<file path="config.mk">
export PLATFORM = sky130hd
export DESIGN_NAME = pcgu_top
export DESIGN_NICKNAME = d
export VERILOG_FILES = /design/src/rtl/pcgu_pkg.sv /design/src/rtl/pcgu_aww.sv /design/src/rtl/pcgu_gate_ctrl.sv /design/src/rtl/pcgu_top.sv
export SDC_FILE = /design/constraint.sdc
export NUM_CORES = 1
export LEC_CHECK = 0
export BUFFER_PORTS_ARGS = -buffer_cell sky130_fd_sc_hd__buf_2
export CORE_MARGIN = 8
export CORE_UTILIZATION = 45
export CTS_CLUSTER_SIZE = 40
export DETAILED_ROUTE_END_ITERATION = 6
export PLACE_DENSITY = 0.67
export RECOVER_POWER = 25
export SYNTH_ARGS = -nofsm -noshare
export SYNTH_HDL_FRONTEND = slang
export SYNTH_SLANG_ARGS = --single-unit
</file>
<file path="constraint.sdc">
create_clock -name pgcb_clk -period 1.65 [get_ports pgcb_clk]
set_input_delay 0 -clock pgcb_clk [delete_from_list [all_inputs] [get_ports pgcb_clk]]
set_output_delay 0 -clock pgcb_clk [all_outputs]
set_load 0.05 [all_outputs]
</file>
<file path="src/rtl/pcgu_pkg.sv">
// ########################################
// Shared types and timing defaults for the
// power-gating clock unit
// Referenced by scoped name from the RTL
// and the testbench
// ########################################

package pcgu_pkg;

    // Count width for hysteresis and clock-valid delay
    typedef logic [7:0] cnt_t;

    // Gate controller states
    typedef enum logic [1:0] {
        // Clock running, waiting out the clock-valid delay
        ST_UNGATE = 2'b00,
        // Clock valid, IP busy or a wake pending
        ST_ON     = 2'b01,
        // Idle seen, counting toward gating
        ST_HYST   = 2'b10,
        // Clock gated, waiting for a wake
        ST_GATED  = 2'b11
    } gate_state_t;

    // Idle cycles needed before the clock is gated
    localparam cnt_t DEF_HYST_CYC   = 8'd16;

    // Cycles from ungate start to sync_clkvld
    localparam cnt_t DEF_CLKVLD_DLY = 8'd3;

endpackage

</file>
<file path="src/rtl/pcgu_aww.sv">
// ########################################
// Asynchronous wake widget
// Stretches one active-low wake source and
// hands a synchronized copy to the gate
// controller, one instance per source
// ########################################

`timescale 1ns/1ps

module pcgu_aww (
    input  logic pgcb_clk,
    input  logic pgcb_rst_b,
    // Clock valid back from the gate controller
    input  logic sync_clkvld,
    // Raw wake, asynchronous, active low
    input  logic async_wake_source_b,
    input  logic fscan_rstbypen,
    input  logic fscan_byprst_b,
    // Stretched wake, low as soon as the source falls
    output logic async_wake_extended_b,
    // Synchronized and stretched wake for the controller
    output logic sync_wake_source_b
);

    // Functional clear, reset or an active wake
    logic wake_rst_b;
    // Clear after the scan bypass mux
    logic wake_clr_b;

    // Detector chain, first pair then second pair
    logic dct_q1_b;
    logic dct_q2_b;
    logic det_q1_b;
    logic det_q2_b;

    // Sync path on the detector output
    logic sync_q1_b;
    logic sync_q2_b;

    // Sticky hold, set once clock valid is seen
    logic wake_hold_b;

    // Source low pulls the clear low without a clock
    assign wake_rst_b = pgcb_rst_b & async_wake_source_b;

    // Scan mode hands the clear to the bypass reset
    assign wake_clr_b = fscan_rstbypen ? fscan_byprst_b : wake_rst_b;

    // First pair loads a constant one once the clear lifts
    always_ff @(posedge pgcb_clk or negedge wake_clr_b) begin
        if (!wake_clr_b) begin
            dct_q1_b <= 1'b0;
            dct_q2_b <= 1'b0;
        end else begin
            dct_q1_b <= 1'b1;
            dct_q2_b <= dct_q1_b;
        end
    end

    // Second pair copies the first
    // Detector output rises on the fourth edge after release
    always_ff @(posedge pgcb_clk or negedge wake_clr_b) begin
        if (!wake_clr_b) begin
            det_q1_b <= 1'b0;
            det_q2_b <= 1'b0;
        end else begin
            det_q1_b <= dct_q2_b;
            det_q2_b <= det_q1_b;
        end
    end

    // Two-flop sync on the detector, reset by pgcb_rst_b only
    // A wake reaches sync_q2_b within two edges
    always_ff @(posedge pgcb_clk or negedge pgcb_rst_b) begin
        if (!pgcb_rst_b) begin
            sync_q1_b <= 1'b0;
            sync_q2_b <= 1'b0;
        end else begin
            sync_q1_b <= det_q2_b;
            sync_q2_b <= sync_q1_b;
        end
    end

    // Hold clears while the sync path shows a wake
    // Sets on clock valid and then keeps itself until the next wake
    // So a released wake stays active until the clock is known good
    always_ff @(posedge pgcb_clk or negedge pgcb_rst_b) begin
        if (!pgcb_rst_b) begin
            wake_hold_b <= 1'b0;
        end else begin
            wake_hold_b <= (sync_clkvld | wake_hold_b) & sync_q2_b;
        end
    end

    // Falls with the source, rises only after release and clock valid
    assign async_wake_extended_b = det_q2_b & wake_hold_b;

    // Conservative wake term for the gate decision
    assign sync_wake_source_b = sync_q2_b & wake_hold_b;

endmodule

</file>
<file path="src/rtl/pcgu_gate_ctrl.sv">
// ########################################
// Gate controller
// Gates the clock after a run of idle
// cycles, ungates on any synced wake and
// reports clock valid after a fixed delay
// ########################################

`timescale 1ns/1ps

module pcgu_gate_ctrl #(
    parameter int             NUM_WAKE   = 4,
    parameter pcgu_pkg::cnt_t HYST_CYC   = pcgu_pkg::DEF_HYST_CYC,
    parameter pcgu_pkg::cnt_t CLKVLD_DLY = pcgu_pkg::DEF_CLKVLD_DLY
) (
    input  logic                pgcb_clk,
    input  logic                pgcb_rst_b,
    // Synced wakes from the widgets, active low
    input  logic [NUM_WAKE-1:0] sync_wake_b,
    // IP reports nothing to do
    input  logic                ip_idle,
    // High in ST_ON and ST_HYST
    output logic                sync_clkvld,
    // High in ST_GATED
    output logic                clk_gated
);

    // Current and next state
    pcgu_pkg::gate_state_t state;
    pcgu_pkg::gate_state_t state_nxt;

    // Shared counter, clock-valid delay or hysteresis
    pcgu_pkg::cnt_t cnt;
    pcgu_pkg::cnt_t cnt_nxt;
    pcgu_pkg::cnt_t cnt_inc;

    // No widget is asking for the clock
    logic no_wake;
    // Gating is allowed this cycle
    logic idle_cond;
    // Count has reached its target on this edge
    logic clkvld_done;
    logic hyst_done;

    // All bits high means no wake anywhere
    assign no_wake = &sync_wake_b;

    assign idle_cond = ip_idle & no_wake;

    // Counter value after this edge
    assign cnt_inc = cnt + pcgu_pkg::cnt_t'(1);

    // Reached on edge CLKVLD_DLY after entering ST_UNGATE
    assign clkvld_done = (cnt_inc >= CLKVLD_DLY);

    // Reached after HYST_CYC idle cycles in ST_HYST
    assign hyst_done = (cnt_inc >= HYST_CYC);

    // Next state and counter
    always_comb begin
        state_nxt = state;
        cnt_nxt   = cnt;

        unique case (state)
            pcgu_pkg::ST_UNGATE: begin
                // Clock running again, wait for it to settle
                if (clkvld_done) begin
                    state_nxt = pcgu_pkg::ST_ON;
                    cnt_nxt   = '0;
                end else begin
                    cnt_nxt = cnt_inc;
                end
            end

            pcgu_pkg::ST_ON: begin
                // First idle sample starts the hysteresis
                if (idle_cond) begin
                    state_nxt = pcgu_pkg::ST_HYST;
                    cnt_nxt   = '0;
                end
            end

            pcgu_pkg::ST_HYST: begin
                if (!idle_cond) begin
                    // Busy again or a wake, full count needed next time
                    state_nxt = pcgu_pkg::ST_ON;
                    cnt_nxt   = '0;
                end else if (hyst_done) begin
                    state_nxt = pcgu_pkg::ST_GATED;
                    cnt_nxt   = '0;
                end else begin
                    cnt_nxt = cnt_inc;
                end
            end

            pcgu_pkg::ST_GATED: begin
                // Only a wake can reopen the clock
                // ip_idle is ignored here
                if (!no_wake) begin
                    state_nxt = pcgu_pkg::ST_UNGATE;
                    cnt_nxt   = '0;
                end
            end

            default: begin
                state_nxt = pcgu_pkg::ST_UNGATE;
                cnt_nxt   = '0;
            end
        endcase
    end

    // State and counter registers
    always_ff @(posedge pgcb_clk or negedge pgcb_rst_b) begin
        if (!pgcb_rst_b) begin
            state <= pcgu_pkg::ST_UNGATE;
            cnt   <= '0;
        end else begin
            state <= state_nxt;
            cnt   <= cnt_nxt;
        end
    end

    // Outputs decoded from next state, so they change on the same
    // edge as the state itself
    always_ff @(posedge pgcb_clk or negedge pgcb_rst_b) begin
        if (!pgcb_rst_b) begin
            sync_clkvld <= 1'b0;
            clk_gated   <= 1'b0;
        end else begin
            sync_clkvld <= (state_nxt == pcgu_pkg::ST_ON) ||
                           (state_nxt == pcgu_pkg::ST_HYST);
            clk_gated   <= (state_nxt == pcgu_pkg::ST_GATED);
        end
    end

endmodule

</file>
<file path="src/rtl/pcgu_top.sv">
// ########################################
// Power-gating clock unit top level
// One wake widget per source feeding one
// gate controller, plus the combined
// asynchronous wake for outside logic
// ########################################

`timescale 1ns/1ps

module pcgu_top #(
    parameter int             NUM_WAKE   = 4,
    parameter pcgu_pkg::cnt_t HYST_CYC   = pcgu_pkg::DEF_HYST_CYC,
    parameter pcgu_pkg::cnt_t CLKVLD_DLY = pcgu_pkg::DEF_CLKVLD_DLY
) (
    input  logic                pgcb_clk,
    input  logic                pgcb_rst_b,
    // Wake sources, asynchronous, active low
    input  logic [NUM_WAKE-1:0] wake_source_b,
    // Synchronous idle level from the IP
    input  logic                ip_idle,
    // Scan reset bypass
    input  logic                fscan_rstbypen,
    input  logic                fscan_byprst_b,
    // Combined stretched wake, active low
    output logic                async_wake_b,
    output logic                sync_clkvld,
    output logic                clk_gated
);

    // Per-widget stretched wakes
    logic [NUM_WAKE-1:0] async_wake_extended_b;
    // Per-widget synced wakes into the controller
    logic [NUM_WAKE-1:0] sync_wake_source_b;

    // One widget per source
    for (genvar g = 0; g < NUM_WAKE; g++) begin : g_aww
        pcgu_aww i_pcgu_aww (
            .pgcb_clk              (pgcb_clk),
            .pgcb_rst_b            (pgcb_rst_b),
            .sync_clkvld           (sync_clkvld),
            .async_wake_source_b   (wake_source_b[g]),
            .fscan_rstbypen        (fscan_rstbypen),
            .fscan_byprst_b        (fscan_byprst_b),
            .async_wake_extended_b (async_wake_extended_b[g]),
            .sync_wake_source_b    (sync_wake_source_b[g])
        );
    end

    // Gating decision from the synced wakes and idle
    pcgu_gate_ctrl #(
        .NUM_WAKE   (NUM_WAKE),
        .HYST_CYC   (HYST_CYC),
        .CLKVLD_DLY (CLKVLD_DLY)
    ) i_pcgu_gate_ctrl (
        .pgcb_clk    (pgcb_clk),
        .pgcb_rst_b  (pgcb_rst_b),
        .sync_wake_b (sync_wake_source_b),
        .ip_idle     (ip_idle),
        .sync_clkvld (sync_clkvld),
        .clk_gated   (clk_gated)
    );

    // Any stretched wake pulls the combined wake low
    // No clock in this path, usable while gated
    assign async_wake_b = &async_wake_extended_b;

endmodule

</file>
==> summary.md, run 1 <==
| Metric | Value |
|---|---|
| Combinational share of power | `0.099` |
| Setup crit end | `i_pcgu_gate_ctrl.cnt[3]` |
| Final core utilization | `0.6492` |
| Levels on crit path | `7` |
| Met3 Use GR | `0.05220` |
| Initial antenna violation count | `0` |
| Ports | `12` |
| CTS max path bufs | `2` |
| Pleak | `0.8984 nW` |
| Gr busiest metal | `met2` |
| Avg Cell Area, Syn | `13.77 sq um` |
| FF-to-FF Start | `i_pcgu_gate_ctrl.cnt[1]` |
| Multi-input logic area | `583.1 sq um` |
| Die Wd | `73.23 microns` |
| GRT met2 Usage | `0.2095` |
| Top cells by area, synth | `dfrtp_1 (68%), a22o_1 (3.6%), ha_1 (2.5%), nor3_1 (2.0%), and2_2 (2.0%)` |
| Max_cap viols | `0` |
| Buffers on Ports | `11` |
| Crit Path Class | `reg2reg` |
| Tmin final | `1.746 ns` |
| Worst-Margin Slew | `1.272 ns` |
| Initial Util | `0.4789` |
| FF-to-FF End | `i_pcgu_gate_ctrl.cnt[3]` |
| Num rows | `20` |
| CP Launch Point | `i_pcgu_gate_ctrl.cnt[1]` |
| Netlist Area Pre-Place | `1474 sq um` |
| Final Cell Area | `1998 sq um` |
| Crit path max fanout | `8` |
| Pre-CTS setup slack | `-0.1088 ns` |
| Seq pwr share | `0.560` |
| Post-synthesis sequential area ratio | `0.6791` |
| Hpwl dp | `1.932 mm` |
| Distinct cells, synth | `34` |
| CTS Buf Count | `5` |
| Hold WC Path Type | `in2async` |
| Clock Pin Slew Worst Setup and Hold Paths | `0.12 ns` |
| #FFs+latches synth | `40` |
| Skew-Pair Late Insertion Delay | `0.34 ns` |
| Via density | `5.128` |
| Finish-stage setup viols | `5` |
| Routed Antenna Nets | `0` |
| Drt wl/cell | `15.12 microns` |
| # diodes | `0` |
| Sw Ratio | `0.2478` |
| Global-route wire length before repair | `5.057 mm` |
| CP Launch Type | `flip-flop` |
| Power share of the clock group | `0.341` |
| Post-Route WL | `2.963 mm` |
| Cells after synthesis | `107` |
| Final period util | `1.058` |
| Die area | `5363 sq um` |
| GPL Wtd Cong | `0.8012` |
| Worst rel slew slack | `0.1517` |
| Core Region | `3078 sq um` |
| Synth Warn # | `0` |
| NetSw | `475.2 uW` |
| RSZ-0062 raised after global routing | `yes` |
| Pwr per Cell Area | `959.8 nW/um^2` |
| Post-synth top area share | `0.6791` |
| Fillcell total | `246` |
| Area of all sequential standard cells | `1005 sq um` |
| Met1 GRT Util | `0.1336` |
| Initial DRC count | `59` |
| Status | `finished with violations` |
| Global Route Usage Sum | `0.1275` |
| Placed cell area | `1734 sq um` |
| Failing checks | `negative setup slack` |
| Die height | `73.23 microns` |
| Crit end category | `flip-flop` |
| CP cell instances | `ha_4, and3_4, nor3_4, a31oi_4, buf_6, o32ai_2, a21o_1` |
| Critical path required time | `1.94 ns` |
| # clock sinks | `40` |
| Final nets | `163` |
| GRT overflow | `0` |
| CTS tree | `built` |
| 1st-pass router iterations | `4` |
| Buf/Inv on CP | `1` |
| Max incr delay on CP | `0.49 ns` |
| Vias in the first global route | `1068` |
| DRC | `0` |
| Design Power | `1.918 mW` |
| CP arrival | `2.03 ns` |
| Worst r2r path cells | `7` |
| Via count of the routed design | `1005` |
| Clk_skew | `0.006595 ns` |
| Synth-to-layout area growth | `35.57%` |
| Yosys top cell by area | `dfrtp_1` |
| Final Hold Fails | `0` |
| Max-slew violations | `0` |
| Peak supply drop | `0.0008940 V` |
| H-tree depth | `2` |
| Slowest-stage cell, CP | `dfrtp_2` |
| Root Buffer | `clkbuf_4` |
| Power Internal | `1.443 mW` |
| Crit path max-delay family | `compound AO/OA/AOI/OAI gates` |
| Layout cell share with drive strength beyond 1 | `0.3684` |
| Reg-to-reg setup timing slack | `-0.1 ns` |
| Setup WS post-layout | `-0.09647 ns` |
| Largest net degree at the start of global routing | `25` |
| Peak Freq | `572.6 MHz` |
synth_stat cells:
| library cell | n |
|---|---|
| a2111o_1 | 1 |
| a21boi_0 | 1 |
| a21o_1 | 1 |
| a21oi_1 | 4 |
| a22o_1 | 6 |
| a31oi_1 | 1 |
| and2_2 | 4 |
| and3_1 | 1 |
| and3b_1 | 1 |
| and4b_1 | 1 |
| buf_2 | 1 |
| conb_1 | 1 |
| dfrtp_1 | 40 |
| ha_1 | 3 |
| inv_1 | 2 |
| mux2i_1 | 1 |
| nand2_1 | 4 |
| nand3_1 | 2 |
| nand4_1 | 2 |
| nand4_2 | 1 |
| nor2_1 | 3 |
| nor2b_1 | 2 |
| nor3_1 | 6 |
| o211a_4 | 1 |
| o211ai_2 | 1 |
| o21a_1 | 4 |
| o21ai_0 | 5 |
| o21ai_2 | 1 |
| o31ai_1 | 1 |
| o31ai_2 | 1 |
| o32ai_1 | 1 |
| or2_4 | 1 |
| or2b_1 | 1 |
| or3_1 | 1 |
logic make-up after synthesis:
logic type | after synthesis | share of synthesized area
AO/OA/AOI/OAI | 29 | 0.1545
adder cells (fa/ha/maj) | 3 | 0.02547
buffers and inverters | 3 | 0.008488
flip-flops | 40 | 0.6791
multiplexers | 1 | 0.006791
other | 1 | 0.002544
AND/OR/NAND/NOR | 30 | 0.1231
power by group through the flow:
| stage | clock network [mW] | logic, mW | registers, mW |
|---|---|---|---|
| 2_1_floorplan | 0 | 0.0738 | 1.09 |
| 3_3_place_gp | 0 | 0.144 | 1.09 |
| 3_5_place_dp | 0 | 0.150 | 1.09 |
| 4_1_cts | 0.678 | 0.183 | 1.07 |
| 5_1_grt | 0.716 | 0.212 | 1.08 |
| 6_report | 0.654 | 0.190 | 1.07 |
final cells by class:
cell class,instances,area share
clock inverter,3,0.02379
timing repair buffer,35,0.1315
multi-input combinational,67,0.2918
sequential,40,0.5028
inverter,2,0.003757
tap,44,0.02755
clock buffer,5,0.01879
repair_timing:
action                                 CTS  global route
endpoints found under the hold margin   41             0
pin swaps                                2             3
setup endpoints to repair                6             7
buffers inserted                         1             0
hold buffers                            10             0
gates resized for setup                  8             9
flip-flops by register name, indices dropped and copies added, names as in the netlist:
name,flops
g_aww.i_pcgu_aww.dct_q1_b,4
g_aww.i_pcgu_aww.dct_q2_b,4
g_aww.i_pcgu_aww.det_q1_b,4
g_aww.i_pcgu_aww.det_q2_b,4
g_aww.i_pcgu_aww.sync_q1_b,4
g_aww.i_pcgu_aww.sync_q2_b,4
g_aww.i_pcgu_aww.wake_hold_b,4
i_pcgu_gate_ctrl.clk_gated,1
i_pcgu_gate_ctrl.cnt,8
i_pcgu_gate_ctrl.state,2
i_pcgu_gate_ctrl.sync_clkvld,1
layer usage:
layer | up-vias | part of all wire | routed length (microns)
li1 | 472 | - | -
met1 | 505 | 0.41 | 1204
met2 | 18 | 0.52 | 1542
met3 | 10 | 0.043 | 127
met4 | 0 | 0.030 | 89
met5 | - | 0 | 0
metrics by stage:
step | hold slack, ns | TNS (ns) | std cells
3_5_place_dp | -0.04879 | -0.3808 | 177
3_3_place_gp | -0.06419 | -0.2053 | 177
2_1_floorplan | -0.2956 | -0.05131 | 110
5_1_grt | 0.1163 | -1.117 | 196
6_report | 0.1193 | -0.3162 | 196
4_1_cts | 0.1102 | -0.1937 | 196
cells in the final DEF, fill, tap and decap left out, drive strengths merged, types with 3 or more instances in the layout:
master and count:
dfrtp 40, nor2 3, o21a 4, buf 23, ha 3, conb 4
nor3 6, and2 4, o21ai 6, a21oi 4, dlygate4sd3 10, nand4 3
clkbuf 7, a22o 6, nand2 4
worst register-to-register path: cells and delay by family, from the launching register on:
kind            cells  cell delay, ns
compound gates      3            0.49
flops               1            0.49
simple gates        2            0.40
fa+ha+maj           1            0.18
buf+inv             1            0.15
worst min-delay path by stage:
stage,start,end,slack (ns),cells after the start
after detailed placement,wake_source_b[3],g_aww[3].i_pcgu_aww.det_q2_b,-0.05,2
final,wake_source_b[2],g_aww[2].i_pcgu_aww.det_q2_b,0.12,3
after CTS,wake_source_b[2],g_aww[2].i_pcgu_aww.det_q2_b,0.11,3
after floorplan,pgcb_rst_b,g_aww[0].i_pcgu_aww.sync_q1_b,-0.30,0
after global routing,wake_source_b[2],g_aww[2].i_pcgu_aww.det_q1_b,0.12,3
after global placement,wake_source_b[1],g_aww[1].i_pcgu_aww.det_q2_b,-0.06,2
(Power assumes the default switching activity.)
==> inputs of run 2 (changes only) <==
Settings changed: PLACE_DENSITY 0.67 to 0.65.
Clock period 1.65 ns to 1.67 ns, I/O delays scaled along.
==> summary.md, run 2 (synthesized netlist as in run 1, its figures left out) <==
| Metric | Value |
|---|---|
| Status | `finished with violations` |
| Failing checks | `negative setup slack` |
| Final nets | `169 (+3.7%)` |
| Combinational share of power | `0.101 (+0.002)` |
| Most common cell after layout, fill and taps aside | `dfrtp_1` |
| Final core utilization | `0.6675 (+0.01829)` |
| Hold WC Path Type | `in2async` |
| NetSw | `473.6 uW (-0.35%)` |
| Area of all sequential standard cells | `1003 sq um (-0.12%)` |
| Num rows | `20 (unchanged)` |
| Vias in the first global route | `1100 (+3.0%)` |
| H-tree depth | `2 (unchanged)` |
| CP arrival | `1.94 ns (-0.09 ns)` |
| Die Wd | `73.23 microns (unchanged)` |
| Power Internal | `1.434 mW (-0.61%)` |
| Tmin final | `1.688 ns (-0.05841 ns)` |
| Root Buffer | `clkbuf_4` |
| Clk_skew | `0.01800 ns (+0.01140 ns)` |
| Core Region | `3078 sq um (unchanged)` |
| Drt wl/cell | `14.01 microns (-7.3%)` |
| Hpwl dp | `1.931 mm (about the same)` |
| 1st-pass router iterations | `4 (unchanged)` |
| Initial DRC count | `64 (+8.5%)` |
| Post-Route WL | `2.831 mm (-4.5%)` |
| Final cell count without fillers | `202 (+3.1%)` |
| Crit end category | `flip-flop` |
| Initial antenna violation count | `0 (unchanged)` |
| Initial Util | `0.4789 (unchanged)` |
| Die area | `5363 sq um (unchanged)` |
| FF-to-FF End | `i_pcgu_gate_ctrl.sync_clkvld` |
| Seq pwr share | `0.560 (about the same)` |
| Routed Antenna Nets | `0 (unchanged)` |
| Global Route Usage Sum | `0.1206 (-0.006898)` |
| Final period util | `1.011 (-0.04765)` |
| Via density | `5.089 (-0.75%)` |
| Sw Ratio | `0.2483 (+0.0004847)` |
| Max_cap viols | `0 (unchanged)` |
| Most frequent cells in the layout | `dfrtp_1 (38), buf_4 (17), dlygate4sd3_1 (11), buf_2 (11), a22o_1 (6)` |
| Setup TNS Final | `-0.03047 ns (+0.2857 ns)` |
| Pwr per Cell Area | `928.4 nW/um^2 (-3.3%)` |
| Pre-CTS setup slack | `-0.1289 ns (-0.02010 ns)` |
| Multi-input logic area | `596.8 sq um (+2.4%)` |
| Largest net degree at the start of global routing | `25 (unchanged)` |
| Crit path max fanout | `2 (-6)` |
| Buffers on Ports | `11 (unchanged)` |
| # diodes | `0 (unchanged)` |
| Most flops, register | `i_pcgu_gate_ctrl.cnt` |
| Fillcell total | `237 (-3.7%)` |
| Setup WS post-layout | `-0.01807 ns (+0.07841 ns)` |
| Reg-to-reg setup timing slack | `-0.02 ns (+0.08 ns)` |
| Critical path required time | `1.92 ns (-0.02 ns)` |
| Global-route wire length before repair | `4.878 mm (-3.5%)` |
| Peak Freq | `592.4 MHz (+3.5%)` |
| Crit Path Class | `reg2reg` |
| # clock sinks | `40 (unchanged)` |
| Worst r2r path cells | `6 (-1)` |
| Ports | `12 (unchanged)` |
| Max-slew violations | `0 (unchanged)` |
| GPL Wtd Cong | `0.8236 (+2.8%)` |
| CTS max path bufs | `2 (unchanged)` |
| Peak supply drop | `0.0006937 V (-22%)` |
| Final Cell Area | `2054 sq um (+2.8%)` |
| RSZ-0062 raised after global routing | `yes` |
| Setup crit end | `i_pcgu_gate_ctrl.sync_clkvld` |
| Die height | `73.23 microns (unchanged)` |
| Finish-stage setup viols | `2 (-3)` |
| Placed cell area | `1742 sq um (+0.43%)` |
| DRC | `0 (unchanged)` |
| Layout cell share with drive strength beyond 1 | `0.3987 (+0.03031)` |
| CTS tree | `built` |
| Final Hold Fails | `0 (unchanged)` |
| Clock Pin Slew Worst Setup and Hold Paths | `0.13 ns (about the same)` |
| Number of flip-flops under the largest register name | `8 (unchanged)` |
| GRT overflow | `0 (unchanged)` |
| CP Launch Point | `i_pcgu_gate_ctrl.cnt[7]` |
| Worst rel slew slack | `0.1603 (+0.008617)` |
| CP Launch Type | `flip-flop` |
| Synth-to-layout area growth | `39.39%` |
| CTS Buf Count | `5 (unchanged)` |
| Skew-Pair Late Insertion Delay | `0.35 ns (about the same)` |
| Power share of the clock group | `0.339 (-0.002)` |
| FF-to-FF Start | `i_pcgu_gate_ctrl.cnt[7]` |
| Placed Cells | `178 (+0.56%)` |
| Worst-Margin Slew | `1.259 ns (-0.01293 ns)` |
| Pleak | `0.9136 nW (+1.7%)` |
| Via count of the routed design | `1028 (+2.3%)` |
run 2: per-stage QoR:
step	hold WS [ns]	total power, mW
finish	0.1078	1.907
global route	0.1062	2.005
CTS	0.09458	1.914
detailed placement	-0.05679	1.227
global placement	-0.06077	1.218
floorplan	-0.2956	1.154
run 2: worst min path at each step:
| stage | end | slack [ns] | start |
|---|---|---|---|
| floorplan | g_aww[0].i_pcgu_aww.sync_q1_b | -0.30 | pgcb_rst_b |
| global placement | g_aww[2].i_pcgu_aww.dct_q1_b | -0.06 | wake_source_b[2] |
| detailed placement | g_aww[2].i_pcgu_aww.dct_q1_b | -0.06 | wake_source_b[2] |
| CTS | g_aww[3].i_pcgu_aww.dct_q2_b | 0.09 | wake_source_b[3] |
| global route | g_aww[3].i_pcgu_aww.dct_q2_b | 0.11 | wake_source_b[3] |
| finish | g_aww[3].i_pcgu_aww.dct_q2_b | 0.11 | wake_source_b[3] |
run 2: cell type report:
type,instances,share of cell area
multi-input cells,67,0.2905
clock inverters,3,0.02253
well taps,44,0.02680
repair buffers,41,0.1498
flip-flops and latches,40,0.4884
inverters,2,0.003654
clock buffers,5,0.01827
run 2: critical path, cell delays in order (launching register included):
cell and delay [ns]:
dfrtp_1 0.39, or3_4 0.42, mux2i_4 0.17, a31oi_4 0.12, a21oi_2 0.14, o21ai_1 0.08
ha_1 0.28
run 2: power groups by stage:
| stage | sequential, mW | combinational [mW] | clock, mW |
|---|---|---|---|
| floorplan | 1.08 | 0.0729 | 0 |
| global placement | 1.07 | 0.144 | 0 |
| detailed placement | 1.08 | 0.149 | 0 |
| CTS | 1.06 | 0.182 | 0.669 |
| global route | 1.08 | 0.215 | 0.714 |
| finish | 1.07 | 0.193 | 0.647 |
run 2: routing by layer:
layer  vias up  track usage  share of wire
li1        485            -              -
met2        21       0.2026           0.50
met5         -            0              0
met3         4      0.04670          0.049
met1       518       0.1310           0.44
met4         0      0.05333          0.012
run 2: what timing repair did:
action / CTS / global route
setup endpoints to repair: 6 / 6
hold endpoints to repair: 41 / 0
resized for setup: 10 / 8
buffers inserted: 1 / 4
hold buffers: 11 / 0
pin swaps: 3 / 6
==> inputs of run 3 (changes only) <==
Settings changed: CORE_UTILIZATION 45 to 35, PLACE_DENSITY 0.65 to 0.53, SKIP_LAST_GASP set to 1.
==> summary.md, run 3 (synthesized netlist as in run 1, its figures left out) <==
| Metric | Value |
|---|---|
| H-tree depth | `2 (unchanged)` |
| Hold path cells | `3` |
| Gr busiest metal | `met2` |
| Max-slew violations | `0 (unchanged)` |
| Setup TNS Final | `-0.1185 ns (-0.08799 ns)` |
| Drt wl/cell | `14.44 microns (+3.0%)` |
| Sw Ratio | `0.2531 (+0.004862)` |
| Largest net degree at the start of global routing | `25 (unchanged)` |
| Reg-to-reg setup timing slack | `-0.03 ns (-0.02 ns)` |
| Routed Antenna Nets | `0 (unchanged)` |
| Most flops, register | `i_pcgu_gate_ctrl.cnt` |
| GPL Wtd Cong | `0.8425 (+2.3%)` |
| Final nets | `161 (-4.7%)` |
| Final Cell Area | `1989 sq um (-3.2%)` |
| Crit path max fanout | `8 (+6)` |
| Peak supply drop | `0.0004682 V (-33%)` |
| Most common cell after layout, fill and taps aside | `dfrtp_1` |
| RSZ-0062 raised after global routing | `yes` |
| Most frequent cells in the layout | `dfrtp_1 (38), buf_4 (14), buf_2 (11)` |
| Area of all sequential standard cells | `1003 sq um (unchanged)` |
| Met3 Use GR | `0.03311 (-0.01359)` |
| Fillcell total | `372 (+57%)` |
| Placed cell area | `1742 sq um (unchanged)` |
| Clock Pin Slew Worst Setup and Hold Paths | `0.08 ns (-0.05 ns)` |
| Skew-Pair Late Insertion Delay | `0.29 ns (-0.06 ns)` |
| GRT overflow | `0 (unchanged)` |
| CTS max path bufs | `2 (unchanged)` |
| Hpwl dp | `1.963 mm (+1.6%)` |
| Final Hold Fails | `0 (unchanged)` |
| Worst r2r path cells | `7 (+1)` |
| Layout cell share with drive strength beyond 1 | `0.3800 (-0.01873)` |
| Status | `finished with violations` |
| Max_cap viols | `0 (unchanged)` |
| Global-route wire length before repair | `4.988 mm (+2.3%)` |
| GRT met2 Usage | `0.1652 (-0.03739)` |
| Via density | `4.900 (-3.7%)` |
| Seq pwr share | `0.556 (-0.004)` |
| Die area | `6544 sq um (+22%)` |
| Power Internal | `1.431 mW (-0.16%)` |
| NetSw | `485.2 uW (+2.5%)` |
| Failing checks | `negative setup slack` |
| Ports | `12 (unchanged)` |
| Crit Path Class | `reg2reg` |
| Via count of the routed design | `980 (-4.7%)` |
| Combinational share of power | `0.090 (-0.011)` |
| Die height | `80.90 microns (+10%)` |
| Number of flip-flops under the largest register name | `8 (unchanged)` |
| Finish-stage setup viols | `4 (+2)` |
| Max incr delay on CP | `0.47 ns (+0.05 ns)` |
| Multi-input logic area | `578.1 sq um (-3.1%)` |
| Post-Route WL | `2.888 mm (+2.0%)` |
| DRC | `0 (unchanged)` |
| Root Buffer | `clkbuf_8` |
| Synth-to-layout area growth | `34.97%` |
| Met1 GRT Util | `0.1116 (-0.01945)` |
| Initial DRC count | `44 (-31%)` |
| Vias in the first global route | `1063 (-3.4%)` |
| Final cell count without fillers | `200 (-0.99%)` |
| # diodes | `0 (unchanged)` |
| Initial antenna violation count | `0 (unchanged)` |
| CTS Buf Count | `5 (unchanged)` |
| Crit end category | `flip-flop` |
| Peak Freq | `587.1 MHz (-0.90%)` |
| Final period util | `1.020 (+0.009156)` |
| CTS tree | `built` |
| Hold WC Path Type | `in2reg` |
| Global Route Usage Sum | `0.1025 (-0.01810)` |
| Most frequent CP cell | `buf_4` |
| Num rows | `23 (+15%)` |
| Clk_skew | `0.004409 ns (-0.01359 ns)` |
| Tmin final | `1.703 ns (+0.01529 ns)` |
| Initial Util | `0.3658 (-0.1130)` |
| CP Launch Type | `flip-flop` |
| Setup WS post-layout | `-0.03336 ns (-0.01529 ns)` |
| Power share of the clock group | `0.354 (+0.015)` |
| Placed Cells | `183 (+2.8%)` |
| CP arrival | `1.89 ns (-0.05 ns)` |
| Pwr per Cell Area | `963.4 nW/um^2 (+3.8%)` |
| Critical path required time | `1.86 ns (-0.06 ns)` |
| Core Region | `4029 sq um (+31%)` |
| 1st-pass router iterations | `4 (unchanged)` |
| Pleak | `0.8743 nW (-4.3%)` |
| Die Wd | `80.90 microns (+10%)` |
| CP cell instances | `ha_4, and3_4, buf_4, a31oi_4, buf_4, nor3_4, a22o_1` |
| # clock sinks | `40 (unchanged)` |
| Buffers on Ports | `11 (unchanged)` |
| Slowest-stage cell, CP | `dfrtp_2` |
| Design Power | `1.917 mW (+0.49%)` |
| Final core utilization | `0.4938 (-0.1737)` |
-- run 3: per-layer routing --
layer  up-vias  routed length [microns]
li1        466                        -
met1       487                     1232
met2        16                     1414
met3        11                      131
met4         0                      110
met5         -                        0
-- run 3: power groups by stage --
stage               Combinational [mW]  Sequential [mW]  Clock, mW
global placement                 0.146             1.08          0
finish                           0.173             1.07      0.678
global route                     0.193             1.07      0.757
CTS                              0.168             1.06      0.706
detailed placement               0.150             1.08          0
floorplan                       0.0729             1.08          0
-- run 3: final timing paths --
kind / start / end
max: i_pcgu_gate_ctrl.cnt[0] / i_pcgu_gate_ctrl.cnt[2]
min: ip_idle / i_pcgu_gate_ctrl.state[1]
max reg2reg: i_pcgu_gate_ctrl.cnt[0] / i_pcgu_gate_ctrl.cnt[2]
min reg2reg: g_aww[0].i_pcgu_aww.dct_q1_b / g_aww[0].i_pcgu_aww.dct_q2_b
max in group asynchronous: fscan_rstbypen / g_aww[1].i_pcgu_aww.dct_q1_b
min in group asynchronous: wake_source_b[0] / g_aww[0].i_pcgu_aww.dct_q2_b
-- run 3: final cells by class --
type	count	share of cell area
multi-input cells	67	0.2906
inverters	2	0.003774
clock inverters	2	0.007547
well taps	50	0.03145
clock buffers	6	0.04151
repair buffers	33	0.1208
flip-flops and latches	40	0.5044
-- run 3: worst max-delay path: cells and delay by family (launching register included) --
family	cells	cell delay, ns
buffers and inverters	2	0.32
AND/OR/NAND/NOR	2	0.24
adder cells (fa/ha/maj)	1	0.18
AO/OA/AOI/OAI	2	0.39
flip-flops	1	0.47
-- run 3: repair_timing --
item / in CTS / in global routing
endpoints found under the hold margin: 40 / 0
pin swaps: 2 / 1
hold buffers: 8 / 0
resized for setup: 8 / 5
endpoints found under the setup margin: 4 / 7
buffers inserted: 1 / 0
-- run 3: stage by stage --
step,hold WS (ns),setup WS [ns]
after CTS,0.001828,-0.04626
after global routing,0.03270,-0.1182
after global placement,-0.06148,-0.07478
after floorplan,-0.2956,-0.03131
after detailed placement,-0.05419,-0.1165
final,0.01021,-0.03336
